File: src/rtl/neighbor_link_pkg.sv
package neighbor_link_pkg;

    // cluster root address width
    localparam int ADDRESS_WIDTH = 6;

    // edge weight and growth counter
    localparam int MAX_WEIGHT = 2;
    localparam int LINK_BIT_WIDTH = $clog2(MAX_WEIGHT + 1);

    // growth plus both increases, before saturation
    localparam int GROWTH_SUM_WIDTH = $clog2(MAX_WEIGHT + 3);

    // local context memory
    localparam int NUM_CONTEXTS = 4;
    localparam int CONTEXT_ADDR_WIDTH = $clog2(NUM_CONTEXTS);

    localparam int STAGE_WIDTH = 3;

    // decoder stages shared with the whole grid
    typedef enum logic [STAGE_WIDTH-1:0] {
        STAGE_IDLE                = 3'd0,
        STAGE_PARAMETERS_LOADING  = 3'd1,
        STAGE_MEASUREMENT_LOADING = 3'd2,
        STAGE_GROW                = 3'd3,
        STAGE_MERGE               = 3'd4,
        STAGE_PEELING             = 3'd5,
        STAGE_RESULT_VALID        = 3'd6,
        STAGE_WRITE_TO_MEM        = 3'd7
    } stage_t;

    // edge kinds
    typedef enum logic [1:0] {
        // ordinary edge between two PEs
        BOUNDARY_NONE   = 2'd0,
        // only the a end is a real PE
        BOUNDARY_TOUCH  = 2'd1,
        // edge does not exist
        BOUNDARY_ABSENT = 2'd2,
        // grows from both ends but reports like a boundary
        BOUNDARY_FUSION = 2'd3
    } boundary_t;

    // per-edge configuration reloaded every cycle
    typedef struct packed {
        logic [LINK_BIT_WIDTH-1:0] weight;
        boundary_t                 boundary;
    } link_config_t;

    // state saved per decoding round
    typedef struct packed {
        logic [LINK_BIT_WIDTH-1:0] growth;
        logic                      is_error;
    } link_context_t;

    // cluster data exposed by a PE to its neighbour
    typedef struct packed {
        logic [ADDRESS_WIDTH-1:0] root;
        logic                     odd;
        logic                     busy;
        logic                     valid;
    } exposed_data_t;

endpackage

File: src/rtl/context_ram.sv
module context_ram
    import neighbor_link_pkg::*;
(
    input  logic                          clk,
    input  logic                          we,
    input  logic [CONTEXT_ADDR_WIDTH-1:0] addr,
    input  link_context_t                 wdata,
    output link_context_t                 rdata
);

    link_context_t mem [NUM_CONTEXTS];

    // unwritten slots read back as an empty context
    initial begin
        for (int i = 0; i < NUM_CONTEXTS; i++) begin
            mem[i] = '0;
        end
        rdata = '0;
    end

    // no-change mode where the output holds while writing
    always @(posedge clk) begin
        if (we) begin
            mem[addr] <= wdata;
        end else begin
            rdata <= mem[addr];
        end
    end

endmodule

File: src/rtl/context_store.sv
module context_store
    import neighbor_link_pkg::*;
(
    input  logic          clk,
    input  logic          reset,
    input  stage_t        stage,
    input  logic          do_not_store,
    input  link_context_t state,
    output link_context_t loaded
);

    logic [CONTEXT_ADDR_WIDTH-1:0] write_slot;
    logic [CONTEXT_ADDR_WIDTH-1:0] read_slot;
    logic [CONTEXT_ADDR_WIDTH-1:0] addr;
    logic                          switching;
    logic                          we;

    // round-robin over every slot
    function automatic logic [CONTEXT_ADDR_WIDTH-1:0] next_slot(
        input logic [CONTEXT_ADDR_WIDTH-1:0] slot
    );
        if (slot == CONTEXT_ADDR_WIDTH'(NUM_CONTEXTS - 1)) begin
            return '0;
        end
        return slot + 1'b1;
    endfunction

    assign switching = (stage == STAGE_WRITE_TO_MEM);
    assign we        = switching && !do_not_store;

    // write slot during the switch and read slot otherwise to keep rdata primed
    assign addr = switching ? write_slot : read_slot;

    // read slot runs one ahead of the write slot
    always_ff @(posedge clk) begin
        if (reset) begin
            write_slot <= '0;
            read_slot  <= CONTEXT_ADDR_WIDTH'(1);
        end else if (we) begin
            write_slot <= next_slot(write_slot);
            read_slot  <= next_slot(read_slot);
        end
    end

    context_ram u_ram (
        .clk   (clk),
        .we    (we),
        .addr  (addr),
        .wdata (state),
        .rdata (loaded)
    );

endmodule

File: src/rtl/link_control.sv
module link_control
    import neighbor_link_pkg::*;
(
    input  logic          clk,
    input  logic          reset,
    input  stage_t        global_stage,
    input  link_config_t  config_in,
    input  exposed_data_t a_input_data,
    input  exposed_data_t b_input_data,
    output stage_t        stage,
    output link_config_t  cfg,
    output exposed_data_t a_output_data,
    output exposed_data_t b_output_data
);

    logic normal_edge;

    // stage follows the global controller one cycle late
    always_ff @(posedge clk) begin
        if (reset) begin
            stage <= STAGE_IDLE;
        end else begin
            stage <= global_stage;
        end
    end

    // weight and kind sampled every cycle
    always_ff @(posedge clk) begin
        if (reset) begin
            cfg <= '0;
        end else begin
            cfg <= config_in;
        end
    end

    assign normal_edge = (cfg.boundary == BOUNDARY_NONE);

    // each end sees the other end's cluster
    // boundary, absent and fusion edges expose nothing
    always_comb begin
        if (normal_edge) begin
            a_output_data = b_input_data;
            b_output_data = a_input_data;
        end else begin
            a_output_data = '0;
            b_output_data = '0;
        end
    end

endmodule

File: src/rtl/link_growth.sv
module link_growth
    import neighbor_link_pkg::*;
(
    input  logic          clk,
    input  logic          reset,
    input  stage_t        stage,
    input  link_config_t  cfg,
    input  logic          a_increase,
    input  logic          b_increase,
    input  logic          a_is_error_in,
    input  logic          b_is_error_in,
    input  logic          is_error_systolic_in,
    input  logic          do_not_store,
    input  logic          reset_edge,
    input  link_context_t loaded,
    output link_context_t state,
    output logic          fully_grown,
    output logic          is_boundary,
    output logic          is_error
);

    logic [LINK_BIT_WIDTH-1:0]   growth;
    logic [GROWTH_SUM_WIDTH-1:0] growth_sum;
    logic [LINK_BIT_WIDTH-1:0]   growth_next;
    logic                        error_next;
    logic                        switching;

    assign switching = (stage == STAGE_WRITE_TO_MEM);

    // raw growth per edge kind
    always_comb begin
        case (cfg.boundary)
            BOUNDARY_NONE, BOUNDARY_FUSION: begin
                growth_sum = GROWTH_SUM_WIDTH'(growth) + GROWTH_SUM_WIDTH'(a_increase)
                           + GROWTH_SUM_WIDTH'(b_increase);
            end
            BOUNDARY_TOUCH: begin
                growth_sum = GROWTH_SUM_WIDTH'(growth) + GROWTH_SUM_WIDTH'(a_increase);
            end
            default: begin
                growth_sum = '0;
            end
        endcase
    end

    // saturate at the edge weight
    assign growth_next = (growth_sum > GROWTH_SUM_WIDTH'(cfg.weight)) ? cfg.weight
                                                                      : growth_sum[LINK_BIT_WIDTH-1:0];

    // systolic result overrides the end flags in RESULT_VALID
    always_comb begin
        case (cfg.boundary)
            BOUNDARY_NONE, BOUNDARY_FUSION: begin
                error_next = (stage == STAGE_RESULT_VALID) ? is_error_systolic_in
                                                           : (a_is_error_in | b_is_error_in);
            end
            BOUNDARY_TOUCH: begin
                error_next = (stage == STAGE_RESULT_VALID) ? is_error_systolic_in
                                                           : a_is_error_in;
            end
            default: begin
                error_next = 1'b0;
            end
        endcase
    end

    always_ff @(posedge clk) begin
        if (reset) begin
            growth   <= '0;
            is_error <= 1'b0;
        end else if (switching) begin
            if (!do_not_store) begin
                // next round comes back from the context memory
                growth   <= loaded.growth;
                is_error <= loaded.is_error;
            end else begin
                // bypass keeps growth and clears error
                if (reset_edge) begin
                    growth <= '0;
                end
                is_error <= 1'b0;
            end
        end else begin
            growth   <= reset_edge ? '0 : growth_next;
            is_error <= error_next;
        end
    end

    assign state = {growth, is_error};

    // an absent edge never counts as grown
    assign fully_grown = (growth >= cfg.weight) && (cfg.boundary != BOUNDARY_ABSENT);
    assign is_boundary = fully_grown
                      && ((cfg.boundary == BOUNDARY_TOUCH) || (cfg.boundary == BOUNDARY_FUSION));

endmodule

File: src/rtl/neighbor_link.sv
module neighbor_link
    import neighbor_link_pkg::*;
(
    input  logic          clk,
    input  logic          reset,
    input  stage_t        global_stage,
    input  link_config_t  config_in,
    input  logic          a_increase,
    input  logic          b_increase,
    input  logic          a_is_error_in,
    input  logic          b_is_error_in,
    input  logic          is_error_systolic_in,
    input  logic          do_not_store,
    input  logic          reset_edge,
    input  exposed_data_t a_input_data,
    input  exposed_data_t b_input_data,
    output logic          fully_grown,
    output logic          is_boundary,
    output logic          is_error,
    output link_config_t  config_out,
    output exposed_data_t a_output_data,
    output exposed_data_t b_output_data
);

    stage_t        stage;
    link_context_t state;
    link_context_t loaded;

    // registered config doubles as the edge's config_out
    link_control u_control (
        .clk           (clk),
        .reset         (reset),
        .global_stage  (global_stage),
        .config_in     (config_in),
        .a_input_data  (a_input_data),
        .b_input_data  (b_input_data),
        .stage         (stage),
        .cfg           (config_out),
        .a_output_data (a_output_data),
        .b_output_data (b_output_data)
    );

    link_growth u_growth (
        .clk                  (clk),
        .reset                (reset),
        .stage                (stage),
        .cfg                  (config_out),
        .a_increase           (a_increase),
        .b_increase           (b_increase),
        .a_is_error_in        (a_is_error_in),
        .b_is_error_in        (b_is_error_in),
        .is_error_systolic_in (is_error_systolic_in),
        .do_not_store         (do_not_store),
        .reset_edge           (reset_edge),
        .loaded               (loaded),
        .state                (state),
        .fully_grown          (fully_grown),
        .is_boundary          (is_boundary),
        .is_error             (is_error)
    );

    // per-round growth and error saved locally
    context_store u_store (
        .clk          (clk),
        .reset        (reset),
        .stage        (stage),
        .do_not_store (do_not_store),
        .state        (state),
        .loaded       (loaded)
    );

endmodule

File: config.mk
export PLATFORM = sky130hd
export DESIGN_NAME = neighbor_link
export DESIGN_NICKNAME = d
export VERILOG_FILES = /design/src/rtl/neighbor_link_pkg.sv /design/src/rtl/context_ram.sv /design/src/rtl/context_store.sv /design/src/rtl/link_control.sv /design/src/rtl/link_growth.sv /design/src/rtl/neighbor_link.sv
export SDC_FILE = /design/constraint.sdc
export NUM_CORES = 1
export LEC_CHECK = 0
export BUFFER_PORTS_ARGS = -buffer_cell sky130_fd_sc_hd__clkbuf_2
export CORE_UTILIZATION = 49
export DETAILED_ROUTE_END_ITERATION = 16
export PLACE_DENSITY_LB_ADDON = 0.12
export SLEW_MARGIN = 20
export SYNTH_ARGS = -nofsm -noshare
export SYNTH_HDL_FRONTEND = slang
export SYNTH_SLANG_ARGS = --single-unit
File: constraint.sdc
create_clock -name clk -period 4 [get_ports clk]
set_clock_uncertainty 0.2 [all_clocks]
set_input_delay 0.4 -clock clk [delete_from_list [all_inputs] [get_ports clk]]
set_output_delay 0.4 -clock clk [all_outputs]
set_load 0.02 [all_outputs]
==> Word level (Yosys, flattened, before mapping) <==
Memory sizes are Yosys's and may differ from the RTL's. A register that Yosys moved wholly into a read port is not among the register bits.
Index checks and enable logic that the tools add are counted.
{ "totals": {"reg_bits": 14, "ram_bits": 12, "in_bits": 34, "output_inout_bits": 25, "wordCells": 57, "mem_count": 1} }
{ "memory_table": {"columns": ["memory", "depth", "width", "rd", "rd_ports_with_merged_regs", "wr", "line_no", "source"], "rows": [
  ["u_store.u_ram.mem", 4, 3, 1, 1, 1, "context_ram.sv:11", "link_context_t mem [NUM_CONTEXTS];"]
]} }
{ "classes": {"add_sub_neg": 4, "n_lt_le_gt_ge": 2, "n_eq_ne": 8, "muxes": 26, "n_bitwise": 1, "reduce_logical": 8} }
{ "ops": {"columns": ["cell", "n"], "rows": [
  ["2-bit two-way mux", 10],
  ["9-bit two-way mux", 2],
  ["1-bit two-way mux", 12],
  ["2-bit == test (second input constant)", 3],
  ["3-bit == test (second input constant)", 2],
  ["3-bit case mux with 2 select lines", 1],
  ["2-bit by 1-bit adder with 2-bit output (second input constant)", 2],
  ["2-bit by 1-bit adder with 3-bit output", 1],
  ["3-bit by 1-bit adder with 3-bit output", 1],
  ["3-bit by 2-bit > comparator with 1-bit output", 1],
  ["1-bit logical AND", 3],
  ["3-bit inequality test (second input constant)", 1],
  ["2-bit by 1-bit == test with 1-bit output (second input constant)", 1],
  ["2-bit >= comparator", 1],
  ["1-bit zero test", 2],
  ["2-bit zero test", 1],
  ["2-bit inequality test (second input constant)", 1],
  ["1-bit case mux with 2 select lines", 1],
  ["2-bit OR reduction", 1],
  ["1-bit logical OR", 1],
  ["1-bit OR", 1]
]} }

==> Depth between registers and ports, before layout <==
{ "logic_depth": {"ltp_word": 7, "mapped_depth": 10} }

==> By module <==
From an unflattened synthesis, not the netlist that was laid out.
{ "unflattened": {"cells_unflattened": 137, "hier_area_um2": 1680.4} }
{ "by_module_without_submodules": {"columns": ["module", "n_inst", "cells_each", "area_per_inst_um2", "seq_area_each_um2"], "rows": [
  ["context_ram", 1, 24, 566.8, 450.4],
  ["link_growth", 1, 57, 473.0, 60.1],
  ["link_control", 1, 36, 422.9, 140.1],
  ["context_store", 1, 20, 217.7, 80.1]
]} }

==> Worst setup path after synthesis <==
Ideal clock, no wire load.
{ "synth_path": {"path_type": "in2reg", "from": "input port a_increase", "to": "register u_growth.growth[1]", "setup_ns": 0.120, "t_arrival_ns": 2.578, "setup_slack_ns": 1.102, "path_stages": 10, "path_cell_list": "ha_1 -> ha_1 -> fa_1 -> nand2b_1 -> a21oi_1 -> ha_1 -> nor2b_1 -> o21ai_0 -> a21oi_1 -> o31a_1"} }
{ "synth_via": {"elab_chain_len": 7} }
{ "synth_lines": {"columns": ["element", "line_no", "source"], "rows": [
  ["from (decl)", "neighbor_link.sv:8", "input logic a_increase,"],
  ["2-bit by 1-bit adder with 3-bit output (*)", "link_growth.sv:34, link_growth.sv:38", null],
  ["3-bit by 1-bit adder with 3-bit output", "link_growth.sv:35", "+ GROWTH_SUM_WIDTH'(b_increase);"],
  ["3-bit case mux with 2 select lines (*)", "link_growth.sv:32", "case (cfg.boundary)"],
  ["3-bit by 2-bit > comparator with 1-bit output", "link_growth.sv:47", "assign growth_next = (growth_sum > GROWTH_SUM_WIDTH'(cfg.weight)) ? cfg.weight"],
  ["2-bit two-way mux (*)", "link_growth.sv:47", null],
  ["2-bit two-way mux (*)", "link_growth.sv:84", "growth <= reset_edge ? '0 : growth_next;"],
  ["2-bit two-way mux (*)", "link_growth.sv:71", "end else if (switching) begin"],
  ["to (signal assigned)", "link_growth.sv:74", "growth <= loaded.growth;"],
  ["to (signal assigned)", "link_growth.sv:84", null],
  ["to (decl)", "link_growth.sv:22", "logic [LINK_BIT_WIDTH-1:0] growth;"]
]} }
Every way passes the cells marked *; elsewhere a longest branch is shown, timed or not.
A chain may end at the register's enable or synchronous reset.

==> Final worst setup path <==
{ "layout_path": {"from": "register u_growth.growth[0]", "to": "register u_growth.growth[1]"} }
{ "layout_via": {"elab_chain_len": 7} }
{ "layout_lines": {"columns": ["element", "line_no"], "rows": [
  ["2-bit by 1-bit adder with 3-bit output (*)", "link_growth.sv:34, link_growth.sv:38"],
  ["3-bit by 1-bit adder with 3-bit output", "link_growth.sv:35"],
  ["3-bit case mux with 2 select lines (*)", "link_growth.sv:32"],
  ["3-bit by 2-bit > comparator with 1-bit output", "link_growth.sv:47"],
  ["2-bit two-way mux (*)", "link_growth.sv:47"],
  ["2-bit two-way mux (*)", "link_growth.sv:84"],
  ["2-bit two-way mux (*)", "link_growth.sv:71"]
]} }
Marked as above.

==> metrics.md <==
| Metric | Value |
|---|---|
| I/O Buffers | 58 |
| FILL cells | 279 |
| Final setup violation count | 0 |
| Count of final hold-check violations | 0 |
| Die area | 3460 sq um |
| Post-synthesis cell count | 146 |
| Die Y | 58.8 microns |
| Post-DP HPWL | 2570 microns |
| Relative slew slack | 52.8% |
| Sequential area share after synthesis | 46.2% |
| Clk sinks | 29 |
| Layout Cells excl Fill | 254 |
| Final setup margin | 908 ps |
| R2r startpoint | u_growth.growth[0]$_SDFFE_PP0P_ |
| Post-synth EDFFs | 15 |
| Tcrit/Tclk final | 77.3% |
| Crit end category | register |
| Mapped cell area | 1580 sq um |
| Number of max-cap violations | 0 |
| Crit Path Category | reg2reg |
| RR Endpoint | u_growth.growth[1]$_SDFFE_PP0P_ |
| Vias in the first global route | 1143 |
| Ant. Diodes | 0 |
| Final wirelength | 3130 microns |
| CP Launch Type | register |
| Distinct cells, synth | 33 |
| Syn Nets | 195 |
| Post-Place Setup Slack | 795 ps |
| Ys Warns | 0 |
| Die extent in x | 58.8 microns |
| Final net count | 258 |
| Post-route ant nets | 0 |
| R2R setup slack | 910 ps |
| Critical path arrival | 3110 ps |
| Power per cell area | 342 nW/um^2 |
| Initial antenna violation count | 0 |
| Hold depth | 2 |
| Hold_sp | global_stage[2] |
| Worst slew pin tran | 702 ps |
| Hold WS | 73.4 ps |
| Overflow after GRT | 0 |
| Power after layout | 0.681 mW |
| Worst ir drop on vdd | 0.343 mV |
| Synth async-reset ratio | 0% |
| Layout cells sized above 1 | 33.3% |
| Syn Area/Cell | 10.8 sq um |
| DRT Pass-1 Iters | 4 |
| Flops & latches, synth | 29 |
| Vias | 1263 |
| Largest net degree at the start of global routing | 19 |
| Hold path endpoint | u_control.stage[2]$_SDFF_PP0_ |
| Area grow syn2layout | 26.1% |
| CTS clk-pin slew, worst paths | 90 ps |
| Clk buf depth | 2 |
| Max FO, Critical Path | 7 |
| Row cnt | 20 |
| CTS tree | done |
| Req. time, crit path | 4020 ps |
| Vias per Instance | 4.97 |
| Dpl cell area | 1920 sq um |
| P_leak | 0.915 nW |
| Most frequent cells in the layout | clkbuf_2 (58), and2_1 (18), edfxtp_1 (15) |
| DR iter-0 viols | 30 |
| Fmax | 323 MHz |
| Ports | 59 |
| Main synth FF type | edfxtp_1 |
| Post-CTS sizing | 0 |
| CTS root buf | clkbuf_4 |
| H-Tree Depth | 2 |
| Hold Path Class | in2reg |
| Post-CTS setup buffers | 0 |
| Worst Reg-to-Reg Cells | 10 |
| Gp weighted congestion | 0.775 |
| Final min period | 3090 ps |
| Post-Place Cells | 246 |
| Commonest non-fill, non-tap cell in the layout | clkbuf_2 |
| CTS Hold Bufs | 0 |
| Tot GR Track Use | 19.6% |
| Starting Density | 51.8% |
| Routed WL per cell | 12.3 microns |
| Global-route wire length before repair | 4840 microns |
| DRC errors left | 0 |
| Final Util | 65.3% |
| Core area | 3050 sq um |
| Num CTS Buffers | 5 |
| Clock latency on the worst-skew pair | 340 ps |
| Final instance area | 1990 sq um |
| Status | completed |
| RSZ-0062 raised after global routing | no |
| Final Max Tran Viols | 0 |
| Setup tns final | 0 ps |
-- layer usage --
layer	track usage [%]	share of wire (%)	up-vias
met5	0	0	-
met4	7.14	1.5	0
met3	6.59	4.7	5
met2	34.9	53	33
met1	21.6	40	582
li1	-	-	643
-- Yosys cell counts (2+ instances only) --
cell / n / share of area, %
a21o_1: 3 / 1.4
a21oi_1: 9 / 2.9
and2_1: 18 / 7.1
clkbuf_1: 2 / 0.48
dfxtp_1: 14 / 18
edfxtp_1: 15 / 29
ha_1: 14 / 11
inv_1: 7 / 1.7
mux2i_1: 10 / 6.3
nand2_1: 11 / 2.6
nand2b_1: 5 / 2.0
nor2_1: 4 / 0.95
nor2b_1: 9 / 3.6
nor3_1: 2 / 0.63
nor4_1: 5 / 2.0
-- cells by family (layout without fill, tap and decap cells) --
family          Yosys count  in the layout  synth area share (%)
simple gates             61             61                  22.9
flops                    29             29                  46.2
compound gates           20             20                  8.39
fa+ha+maj                15             15                  12.4
mux                      11             11                  7.76
buf+inv                  10             74                  2.38
-- sequential cells by signal, indices dropped and copies added, names as in the netlist --
name / count
u_store.read_slot: 2
u_store.write_slot: 2
u_growth.growth: 2
u_store.u_ram.rdata: 3
u_store.u_ram.mem: 12
u_control.stage: 3
u_growth.is_error: 1
u_control.cfg: 4
-- worst max-delay path by stage --
stage / start / cells after the start / end
finish: u_growth.growth[0]$_SDFFE_PP0P_ / 10 / u_growth.growth[1]$_SDFFE_PP0P_
global route: u_growth.growth[0]$_SDFFE_PP0P_ / 10 / u_growth.growth[1]$_SDFFE_PP0P_
CTS: u_growth.growth[0]$_SDFFE_PP0P_ / 10 / u_growth.growth[1]$_SDFFE_PP0P_
detailed placement: a_increase / 11 / u_growth.growth[1]$_SDFFE_PP0P_
global placement: a_increase / 11 / u_growth.growth[1]$_SDFFE_PP0P_
floorplan: a_increase / 10 / u_growth.growth[1]$_SDFFE_PP0P_
-- where the power goes --
group	switching, mW	internal, mW
sequential	0.00953	0.320
combinational	0.0677	0.0541
clock	0.0995	0.130
-- worst max-delay path, cell delays in order, from the launching register on --
cell and delay (ps):
dfxtp_1 430, ha_1 280, ha_1 200, fa_1 490, nand2b_1 60, a21oi_1 200
ha_1 270, nor2b_1 130, o21ai_0 310, a21oi_1 120, o31a_1 300
-- final cells by class --
| class | count | area (sq um) | area share [%] |
|---|---|---|---|
| sequential | 29 | 731 | 36.7 |
| multi-input combinational | 107 | 812 | 40.7 |
| timing repair buffer | 58 | 290 | 14.6 |
| clock inverter | 2 | 33.8 | 1.69 |
| clock buffer | 6 | 41.3 | 2.07 |
| inverter | 8 | 30.0 | 1.51 |
| tap | 44 | 55.1 | 2.76 |
(Power assumes the default switching activity.)
